### src/common/core_macros.svh
`ifndef CORE_MACROS_SVH
`define CORE_MACROS_SVH

// ~~~~~~~~~~~~~~~~~~~~~~~~~~~~~~~~~~~~~~~~~~~~~~~~~~~~~~~~~~~~~~~~~~~
// widths and counts
// ~~~~~~~~~~~~~~~~~~~~~~~~~~~~~~~~~~~~~~~~~~~~~~~~~~~~~~~~~~~~~~~~~~~
`define XLEN                  32
`define REG_ID_W              5
`define RESET_HOLD_CYCLES     128 // cycles the caches need to clear their tags
`define ICACHE_WARMUP_FETCHES 3

// top three bits of a kseg1 virtual address
`define KSEG1_PREFIX          3'b101

// ~~~~~~~~~~~~~~~~~~~~~~~~~~~~~~~~~~~~~~~~~~~~~~~~~~~~~~~~~~~~~~~~~~~
// major opcodes of the memory instructions
// ~~~~~~~~~~~~~~~~~~~~~~~~~~~~~~~~~~~~~~~~~~~~~~~~~~~~~~~~~~~~~~~~~~~
`define OP_LB    6'h20
`define OP_LH    6'h21
`define OP_LW    6'h23
`define OP_LBU   6'h24
`define OP_LHU   6'h25
`define OP_SB    6'h28
`define OP_SH    6'h29
`define OP_SW    6'h2B
`define OP_LL    6'h30
`define OP_SC    6'h38
`define OP_CACHE 6'h2F

`endif

### src/common/core_pkg.sv
`include "core_macros.svh"

package core_pkg;

    typedef enum logic [2:0] {
        MEM_BYTE = 3'd0,
        MEM_HALF = 3'd1,
        MEM_WORD = 3'd2
    } mem_size_e;

    // encoding matches what the cache controller expects on its instr port
    typedef enum logic [1:0] {
        CACHE_NONE      = 2'd0,
        CACHE_IDX_INV   = 2'd1,
        CACHE_STORE_TAG = 2'd2,
        CACHE_HIT_WB    = 2'd3
    } cache_op_e;

    typedef struct packed {
        logic             read;
        logic             write;
        mem_size_e        size;
        logic [3:0]       byte_en;
        logic [`XLEN-1:0] wdata;   // already replicated into its byte lanes
    } mem_op_t;

    typedef struct packed {
        logic [`XLEN-1:0] addr;
        logic [`XLEN-1:0] wdata;
        logic [3:0]       byte_en;
        mem_size_e        size;
        logic             read;
        logic             write;
    } mem_req_t;

    typedef struct packed {
        logic [`XLEN-1:0] rdata;
        logic             data_ok; // single cycle pulse
    } mem_resp_t;

    typedef struct packed {
        logic [`XLEN-1:0]     pc;
        logic [`REG_ID_W-1:0] reg_id;
        logic [`XLEN-1:0]     data;
        logic                 wen;
    } wb_rec_t;

    typedef struct packed {
        logic [`XLEN-1:0]     pc;
        logic [3:0]           wen;
        logic [`REG_ID_W-1:0] wnum;
        logic [`XLEN-1:0]     wdata;
    } debug_trace_t;

endpackage

### src/design/cache_warmup.sv
`include "core_macros.svh"

module cache_warmup (
    input  logic Clk,
    input  logic i_core_reset,
    input  logic i_inst_data_ok,
    input  logic i_dcache_close,
    output logic o_cache_bypass
);

    localparam int CNT_W = $clog2(`ICACHE_WARMUP_FETCHES + 1);

    logic [CNT_W-1:0] fetch_left;
    logic             icache_close;

    // the first fetches after reset go around the cache
    always_ff @(posedge Clk) begin
        if (i_core_reset) begin
            fetch_left <= CNT_W'(`ICACHE_WARMUP_FETCHES);
        end else if (i_inst_data_ok && fetch_left != '0) begin
            fetch_left <= fetch_left - 1'b1;
        end
    end

    always_ff @(posedge Clk) begin
        if (i_core_reset) begin
            icache_close <= 1'b1;
        end else if (fetch_left == '0) begin
            icache_close <= 1'b0; // stays open until the next reset
        end
    end

    // cp0 may still close the data side at any time
    assign o_cache_bypass = icache_close | i_dcache_close;

endmodule

### src/design/core_glue_top.sv
`include "core_macros.svh"

module core_glue_top
    import core_pkg::*;
(
    input  logic             Clk,
    input  logic             Myreset,
    output logic             o_core_reset,

    input  logic             i_inst_data_ok,
    input  logic             i_dcache_close,
    output logic             o_cache_bypass,

    input  logic [`XLEN-1:0] i_instr,
    input  logic [`XLEN-1:0] i_ex_addr,
    input  logic [`XLEN-1:0] i_ex_wdata,
    input  logic             i_exception,

    input  mem_resp_t        i_cache_resp,
    input  mem_resp_t        i_uncached_resp,
    output mem_req_t         o_cached_req,
    output mem_req_t         o_uncached_req,
    output cache_op_e        o_cache_op,
    output logic [`XLEN-1:0] o_rdata,
    output logic             o_data_ok,

    input  wb_rec_t          i_wb,
    input  logic             i_mem_stall,
    input  logic             i_flush,
    output debug_trace_t     o_debug
);

    mem_op_t   ex_op;
    cache_op_e ex_cache_op;

    reset_stretch u_reset_stretch (
        .Clk          (Clk),
        .Myreset      (Myreset),
        .o_core_reset (o_core_reset)
    );

    cache_warmup u_cache_warmup (
        .Clk            (Clk),
        .i_core_reset   (o_core_reset),
        .i_inst_data_ok (i_inst_data_ok),
        .i_dcache_close (i_dcache_close),
        .o_cache_bypass (o_cache_bypass)
    );

    // ~~~~~~~~~~~~~~~~~~~~~~~~~~~~~~~~~~~~~~~~~~~~~~~~~~~~~~~~~~~~~~~~~~~
    // execute stage memory path
    // ~~~~~~~~~~~~~~~~~~~~~~~~~~~~~~~~~~~~~~~~~~~~~~~~~~~~~~~~~~~~~~~~~~~
    mem_op_decode u_mem_op_decode (
        .i_instr    (i_instr),
        .i_addr     (i_ex_addr),
        .i_wdata    (i_ex_wdata),
        .o_op       (ex_op),
        .o_cache_op (ex_cache_op)
    );

    mem_req_router u_mem_req_router (
        .i_op            (ex_op),
        .i_cache_op      (ex_cache_op),
        .i_addr          (i_ex_addr),
        .i_bypass        (o_cache_bypass),
        .i_exception     (i_exception),
        .i_cache_resp    (i_cache_resp),
        .i_uncached_resp (i_uncached_resp),
        .o_cached_req    (o_cached_req),
        .o_uncached_req  (o_uncached_req),
        .o_cache_op      (o_cache_op),
        .o_rdata         (o_rdata),
        .o_data_ok       (o_data_ok)
    );

    wb_trace u_wb_trace (
        .Clk          (Clk),
        .i_core_reset (o_core_reset),
        .i_wb         (i_wb),
        .i_mem_stall  (i_mem_stall),
        .i_exception  (i_exception),
        .i_flush      (i_flush),
        .o_debug      (o_debug)
    );

endmodule

### src/design/reset_stretch.sv
`include "core_macros.svh"

module reset_stretch (
    input  logic Clk,
    input  logic Myreset,
    output logic o_core_reset
);

    localparam int CNT_W = $clog2(`RESET_HOLD_CYCLES + 1);
    localparam logic [CNT_W-1:0] HOLD_LAST = CNT_W'(`RESET_HOLD_CYCLES);

    logic             held;
    logic [CNT_W-1:0] hold_cnt;

    // caches walk their sets while this is held, so the core must wait
    always_ff @(posedge Clk) begin
        if (Myreset) begin
            held     <= 1'b1;
            hold_cnt <= '0;
        end else if (held) begin
            if (hold_cnt == HOLD_LAST) begin
                held <= 1'b0;
            end else begin
                hold_cnt <= hold_cnt + 1'b1;
            end
        end
    end

    assign o_core_reset = Myreset | held; // external reset reaches the core at once

endmodule

### src/design/wb_trace.sv
module wb_trace
    import core_pkg::*;
(
    input  logic         Clk,
    input  logic         i_core_reset,
    input  wb_rec_t      i_wb,
    input  logic         i_mem_stall,
    input  logic         i_exception,
    input  logic         i_flush,
    output debug_trace_t o_debug
);

    wb_rec_t wb_q;
    logic    wen_live;

    // record holds while the memory stage is stalled
    always_ff @(posedge Clk) begin
        if (i_core_reset) begin
            wb_q <= '0;
        end else if (!i_mem_stall) begin
            wb_q <= i_wb;
        end
    end

    // a stalled record is only reported once, unless the exception retires it
    assign wen_live = wb_q.wen & (~i_mem_stall | i_exception);

    // ~~~~~~~~~~~~~~~~~~~~~~~~~~~~~~~~~~~~~~~~~~~~~~~~~~~~~~~~~~~~~~~~~~~
    // trace output
    // ~~~~~~~~~~~~~~~~~~~~~~~~~~~~~~~~~~~~~~~~~~~~~~~~~~~~~~~~~~~~~~~~~~~
    always_comb begin
        if (i_flush) begin
            o_debug = '0; // flushed instructions never appear in the trace
        end else begin
            o_debug.pc    = wb_q.pc;
            o_debug.wen   = {4{wen_live}};
            o_debug.wnum  = wb_q.reg_id;
            o_debug.wdata = wb_q.data;
        end
    end

endmodule

### src/mem_steer/mem_op_decode.sv
`include "core_macros.svh"

module mem_op_decode
    import core_pkg::*;
(
    input  logic [`XLEN-1:0] i_instr,
    input  logic [`XLEN-1:0] i_addr,
    input  logic [`XLEN-1:0] i_wdata,
    output mem_op_t          o_op,
    output cache_op_e        o_cache_op
);

    logic [5:0] opcode;
    logic [2:0] rt_sel;   // rt bits 4 to 2 pick the CACHE operation
    logic [1:0] lane;
    logic [3:0] be_raw;

    assign opcode = i_instr[31:26];
    assign rt_sel = i_instr[20:18];
    assign lane   = i_addr[1:0];

    // ~~~~~~~~~~~~~~~~~~~~~~~~~~~~~~~~~~~~~~~~~~~~~~~~~~~~~~~~~~~~~~~~~~~
    // size and direction
    // ~~~~~~~~~~~~~~~~~~~~~~~~~~~~~~~~~~~~~~~~~~~~~~~~~~~~~~~~~~~~~~~~~~~
    always_comb begin
        o_op.read  = 1'b0;
        o_op.write = 1'b0;
        o_op.size  = MEM_BYTE;
        case (opcode)
            `OP_LB, `OP_LBU: o_op.read = 1'b1;
            `OP_LH, `OP_LHU: begin
                o_op.read = 1'b1;
                o_op.size = MEM_HALF;
            end
            `OP_LW, `OP_LL: begin
                o_op.read = 1'b1;
                o_op.size = MEM_WORD;
            end
            `OP_SB: o_op.write = 1'b1;
            `OP_SH: begin
                o_op.write = 1'b1;
                o_op.size  = MEM_HALF;
            end
            `OP_SW, `OP_SC: begin
                o_op.write = 1'b1;
                o_op.size  = MEM_WORD;
            end
            default: ;
        endcase
    end

    // ~~~~~~~~~~~~~~~~~~~~~~~~~~~~~~~~~~~~~~~~~~~~~~~~~~~~~~~~~~~~~~~~~~~
    // byte lanes
    // ~~~~~~~~~~~~~~~~~~~~~~~~~~~~~~~~~~~~~~~~~~~~~~~~~~~~~~~~~~~~~~~~~~~
    always_comb begin
        case (o_op.size)
            MEM_WORD: begin
                be_raw     = 4'b1111;
                o_op.wdata = i_wdata;
            end
            MEM_HALF: begin
                be_raw     = lane[1] ? 4'b1100 : 4'b0011;
                o_op.wdata = {2{i_wdata[15:0]}};
            end
            default: begin
                be_raw     = 4'b0001 << lane;
                o_op.wdata = {4{i_wdata[7:0]}};
            end
        endcase
    end

    assign o_op.byte_en = o_op.write ? be_raw : 4'b0000; // loads read the whole word

    always_comb begin
        o_cache_op = CACHE_NONE;
        if (opcode == `OP_CACHE) begin
            case (rt_sel)
                3'b000:  o_cache_op = CACHE_IDX_INV;
                3'b010:  o_cache_op = CACHE_STORE_TAG;
                3'b110:  o_cache_op = CACHE_HIT_WB;
                default: o_cache_op = CACHE_NONE;
            endcase
        end
    end

endmodule

### src/mem_steer/mem_req_router.sv
`include "core_macros.svh"

module mem_req_router
    import core_pkg::*;
(
    input  mem_op_t          i_op,
    input  cache_op_e        i_cache_op,
    input  logic [`XLEN-1:0] i_addr,
    input  logic             i_bypass,
    input  logic             i_exception,
    input  mem_resp_t        i_cache_resp,
    input  mem_resp_t        i_uncached_resp,
    output mem_req_t         o_cached_req,
    output mem_req_t         o_uncached_req,
    output cache_op_e        o_cache_op,
    output logic [`XLEN-1:0] o_rdata,
    output logic             o_data_ok
);

    logic in_kseg1;
    logic uncached;
    logic rd_go;
    logic wr_go;

    assign in_kseg1 = (i_addr[`XLEN-1 -: 3] == `KSEG1_PREFIX);
    assign uncached = in_kseg1 | i_bypass;

    // an excepting instruction must not touch memory
    assign rd_go = i_op.read  & ~i_exception;
    assign wr_go = i_op.write & ~i_exception;

    // ~~~~~~~~~~~~~~~~~~~~~~~~~~~~~~~~~~~~~~~~~~~~~~~~~~~~~~~~~~~~~~~~~~~
    // requests
    // ~~~~~~~~~~~~~~~~~~~~~~~~~~~~~~~~~~~~~~~~~~~~~~~~~~~~~~~~~~~~~~~~~~~
    always_comb begin
        o_cached_req.addr    = i_addr;
        o_cached_req.wdata   = i_op.wdata;
        o_cached_req.byte_en = i_op.byte_en;
        o_cached_req.size    = i_op.size;
        o_cached_req.read    = rd_go & ~uncached;
        o_cached_req.write   = wr_go & ~uncached;
    end

    always_comb begin
        o_uncached_req.addr    = i_addr;
        o_uncached_req.wdata   = i_op.wdata;
        o_uncached_req.byte_en = i_op.byte_en;
        o_uncached_req.size    = i_op.size;
        o_uncached_req.read    = rd_go & uncached;
        o_uncached_req.write   = wr_go & uncached;
    end

    assign o_cache_op = i_exception ? CACHE_NONE : i_cache_op;

    // response side follows the same address decision as the request
    always_comb begin
        if (uncached) begin
            o_rdata   = i_uncached_resp.rdata;
            o_data_ok = i_uncached_resp.data_ok;
        end else begin
            o_rdata   = i_cache_resp.rdata;
            o_data_ok = i_cache_resp.data_ok;
        end
    end

endmodule

### config.mk
export PLATFORM = sky130hd
export DESIGN_NAME = core_glue_top
export DESIGN_NICKNAME = d
export VERILOG_FILES = /design/src/common/core_pkg.sv /design/src/design/cache_warmup.sv /design/src/design/core_glue_top.sv /design/src/design/reset_stretch.sv /design/src/design/wb_trace.sv /design/src/mem_steer/mem_op_decode.sv /design/src/mem_steer/mem_req_router.sv
export VERILOG_INCLUDE_DIRS = /design/src /design/src/common
export SDC_FILE = /design/constraint.sdc
export NUM_CORES = 1
export LEC_CHECK = 0
export BUFFER_PORTS_ARGS = -buffer_cell sky130_fd_sc_hd__buf_2
export CAP_MARGIN = 20
export CORE_AREA = 2 2 190 192
export CTS_CLUSTER_DIAMETER = 40
export DETAILED_ROUTE_END_ITERATION = 8
export DIE_AREA = 0 0 192 194
export PLACE_DENSITY_LB_ADDON = 0.12
export SYNTH_ARGS = -nofsm -noshare
export SYNTH_HDL_FRONTEND = slang
export SYNTH_SLANG_ARGS = --single-unit
### constraint.sdc
create_clock -name Clk -period 2.67 [get_ports Clk]
set_clock_uncertainty 0.1 [all_clocks]
set_input_delay 0.1335 -clock Clk [delete_from_list [all_inputs] [get_ports Clk]]
set_output_delay 0.1335 -clock Clk [all_outputs]
set_load 0.02 [all_outputs]
After elaboration in Yosys (flattened, before gate mapping)

Index checks and enable logic that the tools add are counted.

Register bits: 82
Bits in latches: 0
Bits in writable memories: 0
Memory bits (read-only): 0
Input bits: 239
Output and inout port bits: 256
Memories: 0

Add/sub/neg operators: 2
Multipliers: 0
Div/mod/pow operators: 0
Order comparisons: 0
Equal/unequal tests: 17
Shift-type cells: 1
Muxes and demuxes: 15
Bitwise logic cells: 15
Reductions and logical operators: 9

Operators with widths:

| cell                                                                  | count |
|---|---|
| 73-bit two-way mux                                                    | 1 |
| 6-bit equality test, second input constant                            | 11 |
| 32-bit case mux with 2 select lines                                   | 1 |
| 32-bit two-way mux                                                    | 1 |
| 8-bit by 1-bit adder with 8-bit output, second input constant         | 1 |
| 8-bit equality test, second input constant                            | 1 |
| 4-bit two-way mux                                                     | 2 |
| 4-bit case mux with 2 select lines                                    | 1 |
| 4-bit OR reduction                                                    | 2 |
| 1-bit AND                                                             | 7 |
| 3-bit equality test, second input constant                            | 2 |
| 2-bit case mux with 3 select lines                                    | 1 |
| 6-bit OR reduction                                                    | 1 |
| 1-bit two-way mux                                                     | 5 |
| 2-bit two-way mux                                                     | 2 |
| 1-bit inverter                                                        | 4 |
| 1-bit OR                                                              | 4 |
| 2-bit case mux with 2 select lines                                    | 1 |
| 1-bit by 2-bit << shifter with 4-bit output, first input constant     | 1 |
| 3-bit by 2-bit equality test with 1-bit output, second input constant | 1 |
| 3-bit zero test                                                       | 1 |
| 3-bit OR reduction                                                    | 1 |
| 2-bit by 1-bit equality test with 1-bit output, second input constant | 1 |
| 2-bit equality test, second input constant                            | 1 |
| 5 further kinds                                                       | 5 |

Depth between registers and ports, before layout

Word-level depth: 6
Mapped depth: 9
Mapped depth without buffers: 7

Modules after synthesis

A second synthesis with hierarchy kept.

Cell total of the unflattened synthesis: 778
Area total of the unflattened synthesis: 6586.3 µm²

Modules (own cells, without submodules):

| module         | instances | cells an instance | area an instance (µm²) |
|---|---|---|---|
| wb_trace       | 1         | 307               | 3014.1 |
| mem_req_router | 1         | 307               | 2272.2 |
| mem_op_decode  | 1         | 99                | 704.4 |
| reset_stretch  | 1         | 49                | 444.2 |
| cache_warmup   | 1         | 16                | 151.4 |

Worst setup path before layout

OpenSTA, ideal clock, no wires.

Path type: in2out
From: input port i_instr[26]
To: output port o_uncached_req[34] (netlist bit)
Arrival: 2144 ps
Data required time: 2437 ps
Setup slack: 292 ps
Stages: 7
Cell sequence: and3b_1 o21ai_0 ha_1 clkbuf_1 clkbuf_1 o21ai_0 buf_4

RTL lines:

| element         | line                | source |
|---|---|---|
| start, declared | core_glue_top.sv:14 | `` input logic [`XLEN-1:0] i_instr, `` |
| end, declared   | core_glue_top.sv:22 | `output mem_req_t o_uncached_req,` |

==> impl_results.html <==
<table>
<tr><th>Metric</th><th>Value</th></tr>
<tr><th colspan="2">Status</th></tr>
<tr><td>Run status</td><td>completed</td></tr>
<tr><th colspan="2">Layout</th></tr>
<tr><td>Sequential cell area</td><td>1640 sq um</td></tr>
<tr><td>Area growth, synth to finish</td><td>49.1%</td></tr>
<tr><td>Diode insertion count for antenna repair</td><td>0</td></tr>
<tr><td>Number of nets at the end of the flow</td><td>1,200</td></tr>
<tr><td>Total area of multi-input combinational cells</td><td>2720 sq um</td></tr>
<tr><td>Final std cell area, no fill</td><td>8110 sq um</td></tr>
<tr><td>Fraction of final layout cells with drive strength greater than 1</td><td>0.480</td></tr>
<tr><td>Fillers</td><td>4,021</td></tr>
<tr><td>Final cell utilization of the core</td><td>0.230</td></tr>
<tr><th colspan="2">Place</th></tr>
<tr><td>Buffers on Ports</td><td>388</td></tr>
<tr><td>Worst Setup Slack post-DPL</td><td>0.0974 ns</td></tr>
<tr><td>Post-DP HPWL</td><td>17,600 um</td></tr>
<tr><td>Placed Instance Area</td><td>7120 sq um</td></tr>
<tr><td>Final weighted congestion in routability-driven placement</td><td>0.752</td></tr>
<tr><th colspan="2">Critical path</th></tr>
<tr><td>Endpoint required time on the critical path</td><td>2.44 ns</td></tr>
<tr><td>Startpoint type of the worst setup path</td><td>input port</td></tr>
<tr><td>Reg2Reg Capture Point</td><td>u_reset_stretch.hold_cnt[0]</td></tr>
<tr><td>Type of destination of the critical path</td><td>output pin</td></tr>
<tr><td>Crit path max-delay cell type</td><td>sky130_fd_sc_hd__a211oi_1</td></tr>
<tr><td>Startpoint-to-endpoint class of the critical path</td><td>in2out</td></tr>
<tr><td>Crit-path cells</td><td>buf_2 &gt; nand3b_1 &gt; a211oi_1 &gt; buf_4 &gt; ha_1 &gt; buf_4 &gt; nor2b_1 &gt; buf_4 &gt; a22o_1 &gt; buf_2</td></tr>
<tr><td>Crit path max fanout</td><td>26</td></tr>
<tr><td>Most prevalent standard cell on the critical path</td><td>sky130_fd_sc_hd__buf_4</td></tr>
<tr><td>Register-to-Register Setup Slack</td><td>1.04 ns</td></tr>
<tr><td>Combined buffer and inverter count along the critical path</td><td>5</td></tr>
<tr><td>Origin of the critical flop-to-flop path</td><td>u_reset_stretch.hold_cnt[0]</td></tr>
<tr><td>Critical Path Source</td><td>i_instr[30]</td></tr>
<tr><td>Crit path arrival time</td><td>2.22 ns</td></tr>
<tr><td>Kind of cell adding the most delay to the critical path</td><td>buffers and inverters</td></tr>
<tr><td>Worst r2r path cells</td><td>5</td></tr>
<tr><td>Delay of the slowest critical-path stage</td><td>0.32 ns</td></tr>
<tr><th colspan="2">Timing</th></tr>
<tr><td>Ratio of final minimum period to clock period</td><td>0.919</td></tr>
<tr><td>RSZ-0062 raised after global routing</td><td>no</td></tr>
<tr><td>Slew at the pin closest to its max-slew limit</td><td>0.608 ns</td></tr>
<tr><td>Setup TNS Final</td><td>0 ns</td></tr>
<tr><td>Final min period</td><td>2.45 ns</td></tr>
<tr><td>Fmax</td><td>407 MHz</td></tr>
<tr><td>Number of endpoints with negative hold slack in the final report</td><td>0</td></tr>
<tr><td>Final Max Tran Viols</td><td>0</td></tr>
<tr><td>Worst slew margin relative to its limit</td><td>0.595</td></tr>
<tr><td>Final number of setup-violating endpoints</td><td>0</td></tr>
<tr><td>Final Worst Setup Slack</td><td>0.215 ns</td></tr>
<tr><th colspan="2">CTS</th></tr>
<tr><td>Clock buffer count from CTS</td><td>9</td></tr>
<tr><td>CTS tree</td><td>yes</td></tr>
<tr><td>Clock latency of the later-clocked register in the worst-skew pair</td><td>0.33 ns</td></tr>
<tr><td>Clock edge transition at the registers on the reported setup and hold paths</td><td>0.07 ns</td></tr>
<tr><td>Cell chosen for the clock root</td><td>sky130_fd_sc_hd__clkbuf_16</td></tr>
<tr><td>Number of H-tree levels</td><td>3</td></tr>
<tr><td>Buffer levels on the longest clock path</td><td>2</td></tr>
<tr><td>CTS Sinks</td><td>82</td></tr>
<tr><td>Post-CTS setup repair buffer count</td><td>0</td></tr>
<tr><th colspan="2">Yosys</th></tr>
<tr><td>Main combinational cell family by area after synthesis</td><td>multiplexers</td></tr>
<tr><td>Portion of netlist area occupied by mux cells</td><td>0.221</td></tr>
<tr><td>Synthesized-area fraction occupied by ao, oa, aoi and oai cells</td><td>0.0690</td></tr>
<tr><td>Synth top area cells</td><td>sky130_fd_sc_hd__dfxtp_1 (30%), sky130_fd_sc_hd__buf_4 (16%), sky130_fd_sc_hd__mux2i_1 (13%)</td></tr>
<tr><td>Area leader, netlist</td><td>sky130_fd_sc_hd__dfxtp_1</td></tr>
<tr><td>Adder-Cell Fraction of Synth Area</td><td>0.0138</td></tr>
<tr><td>Async set-reset flop share out of synthesis</td><td>0</td></tr>
<tr><td>Post-synthesis share of cell area spent on xor and xnor gates</td><td>0.00644</td></tr>
<tr><td>Average instance area after synthesis</td><td>8.86 sq um</td></tr>
<tr><td>Distinct cell type count of the synthesized netlist</td><td>42</td></tr>
<tr><td>Number of flip-flops and latches in the synthesized netlist</td><td>82</td></tr>
<tr><td>Most used flip-flop cell after synthesis</td><td>sky130_fd_sc_hd__dfxtp_1</td></tr>
<tr><td>Fraction of post-synthesis cell area in the top cell type by area</td><td>0.302</td></tr>
<tr><td>Register area share after synthesis</td><td>0.302</td></tr>
<tr><td>Most used standard cells in the synthesized netlist</td><td>sky130_fd_sc_hd__buf_4 (115), sky130_fd_sc_hd__dfxtp_1 (82), sky130_fd_sc_hd__nor2_1 (78)</td></tr>
<tr><td>Basic-gate share of the synthesized area counting and, or, nand and nor cells</td><td>0.189</td></tr>
<tr><td>Cell count after synthesis</td><td>614</td></tr>
<tr><td>Number of synthesized flops with an enable pin</td><td>0</td></tr>
<tr><td>Warnings, synthesis</td><td>0</td></tr>
<tr><td>Most frequently used cell type in the post-synthesis netlist</td><td>sky130_fd_sc_hd__buf_4</td></tr>
<tr><td>Area of the mapped netlist</td><td>5440 sq um</td></tr>
<tr><th colspan="2">Detailed routing</th></tr>
<tr><td>Detailed Route Iter0 Violations</td><td>119</td></tr>
<tr><td>Number of remaining DRC errors</td><td>0</td></tr>
<tr><td>Iteration count of the initial detailed-routing pass</td><td>4</td></tr>
<tr><td>Routed wire length</td><td>21,700 um</td></tr>
<tr><td>Count of nets left with antenna violations after detail routing</td><td>0</td></tr>
<tr><td>Total via count in the routed design</td><td>5,301</td></tr>
<tr><td>Average wire per standard cell</td><td>15.3 um</td></tr>
<tr><td>Detail-routed via count per cell</td><td>3.73</td></tr>
<tr><th colspan="2">Worst hold path</th></tr>
<tr><td>Type of the worst min-delay path</td><td>in2reg</td></tr>
<tr><td>Endpoint of the worst hold-timing path</td><td>u_cache_warmup.fetch_left[1]</td></tr>
<tr><td>Worst hold path depth</td><td>3</td></tr>
<tr><td>Source of the worst hold timing path</td><td>i_inst_data_ok</td></tr>
<tr><th colspan="2">Floorplanning</th></tr>
<tr><td>Effective utilization at floorplan</td><td>0.154</td></tr>
<tr><td>Die width</td><td>192 um</td></tr>
<tr><td>Vert. Die Dim</td><td>194 um</td></tr>
<tr><td>Die outline area</td><td>37,200 sq um</td></tr>
<tr><td>Core region area</td><td>35,200 sq um</td></tr>
<tr><td>I/O pin count</td><td>495</td></tr>
<tr><td>Rows</td><td>69</td></tr>
<tr><th colspan="2">Global route</th></tr>
<tr><td>Number of global-route vias before repair</td><td>5,208</td></tr>
<tr><td>Total overflow reported by the global router</td><td>0</td></tr>
<tr><td>Antenna violations before repair</td><td>0</td></tr>
<tr><td>Maximum number of pins on one net before global-route repair</td><td>38</td></tr>
<tr><td>All-layer global routing usage</td><td>0.110</td></tr>
<tr><td>Global-route wire length before repair</td><td>31,300 um</td></tr>
<tr><th colspan="2">Power</th></tr>
<tr><td>Largest vdd supply drop</td><td>231 uV</td></tr>
<tr><td>Power Density</td><td>393 nW/um^2</td></tr>
<tr><td>Pwr Total</td><td>3.19 mW</td></tr>
<tr><td>Leakage</td><td>4.15 nW</td></tr>
<tr><th colspan="2">Job</th></tr>
<tr><td>Reported max-cap violation count</td><td>0</td></tr>
</table>
[per-stage QoR]
stage          instances  hold slack, ns
5_1_grt             1421          0.0957
4_1_cts             1421          0.0577
6_report            1421          0.0717
2_1_floorplan        615           0.161
3_3_place_gp        1334           0.167
3_5_place_dp        1334           0.167
[cell families (layout without fill, tap and decap cells)]
group / count (synthesis) / count (layout)
and+or+nand+nor: 199 / 199
buffers and inverters: 162 / 507
muxes: 106 / 106
DFF: 82 / 82
AOI/OAI and AO/OA: 54 / 54
adders and majority gates: 6 / 6
xor gates and xnor gates: 4 / 4
other: 1 / 2
[where the power goes]
group	total (mW)	internal [mW]	switching [mW]
combinational	0.744	0.357	0.387
clock	1.21	0.661	0.553
sequential	1.23	1.23	0.00472
total	3.19	2.24	0.945
[area by class of cell]
type | count | share of cell area
Clock buffer | 11 | 0.0299
Clock inverter | 5 | 0.00463
Inverter | 12 | 0.00556
Multi-Input combinational cell | 371 | 0.336
Sequential cell | 82 | 0.202
Tap cell | 461 | 0.0711
Timing Repair Buffer | 479 | 0.351
[worst register-to-register path, delay by kind of cell, from the launching register on]
family | cells | cell delay [ns]
adder cells (fa/ha/maj) | 1 | 0.15
AND/OR/NAND/NOR | 1 | 0.14
flip-flops | 1 | 0.34
buffers and inverters | 1 | 0.08
AO/OA/AOI/OAI | 1 | 0.40
multiplexers | 1 | 0.32
[repair_timing]
item / 4_1_cts / 5_1_grt
setup endpoints to repair: 0 / 0
gates resized for setup: 0 / 0
hold endpoints to repair: 71 / 0
hold buffers: 71 / 0
[placed cells by master, fill, tap and decap left out, types with 2 or more instances in the layout]
cell / instances
sky130_fd_sc_hd__nor2_1: 78
sky130_fd_sc_hd__mux2i_1: 72
sky130_fd_sc_hd__or2_2: 2
sky130_fd_sc_hd__o21ai_0: 16
sky130_fd_sc_hd__ha_1: 6
sky130_fd_sc_hd__nand3_1: 4
sky130_fd_sc_hd__nand4_1: 3
sky130_fd_sc_hd__xor2_1: 3
sky130_fd_sc_hd__and3b_1: 2
sky130_fd_sc_hd__a211oi_1: 2
sky130_fd_sc_hd__buf_12: 3
sky130_fd_sc_hd__nand2_1: 15
sky130_fd_sc_hd__nand2b_1: 4
sky130_fd_sc_hd__dlygate4sd3_1: 71
sky130_fd_sc_hd__buf_2: 387
sky130_fd_sc_hd__nor4_1: 2
sky130_fd_sc_hd__conb_1: 2
sky130_fd_sc_hd__a22oi_1: 8
sky130_fd_sc_hd__mux2_4: 26
sky130_fd_sc_hd__clkinvlp_4: 2
sky130_fd_sc_hd__dfxtp_1: 82
sky130_fd_sc_hd__a21oi_1: 7
sky130_fd_sc_hd__buf_4: 18
sky130_fd_sc_hd__clkbuf_16: 9
sky130_fd_sc_hd__nor3_1: 2
sky130_fd_sc_hd__nor2b_1: 74
sky130_fd_sc_hd__a22o_1: 16
sky130_fd_sc_hd__nor3b_1: 5
sky130_fd_sc_hd__mux2_2: 7
sky130_fd_sc_hd__inv_1: 11
sky130_fd_sc_hd__or3_1: 3
[metal layers]
metal,vias to the layer above,part of all wire,GRT usage
met4,0,0.0079,0.0221
met3,10,0.074,0.0300
met5,-,0,0
met2,251,0.51,0.204
li1,2607,-,-
met1,2433,0.41,0.125
[worst max-delay path by stage]
stage / end / depth (start not counted)
2_1_floorplan: o_uncached_req[34] / 7
3_3_place_gp: o_cached_req[7] / 8
3_5_place_dp: o_cached_req[7] / 8
4_1_cts: o_cached_req[7] / 8
5_1_grt: o_cached_req[7] / 8
6_report: o_uncached_req[31] / 10
[state kept, by name (all words and copies together), names as in the netlist]
| register | flops |
|---|---|
| u_reset_stretch.held | 1 |
| u_reset_stretch.hold_cnt | 8 |
| u_cache_warmup.fetch_left | 2 |
| u_wb_trace.wb_q | 70 |
| u_cache_warmup.icache_close | 1 |
No activity file was read; power rests on OpenSTA's default activity.
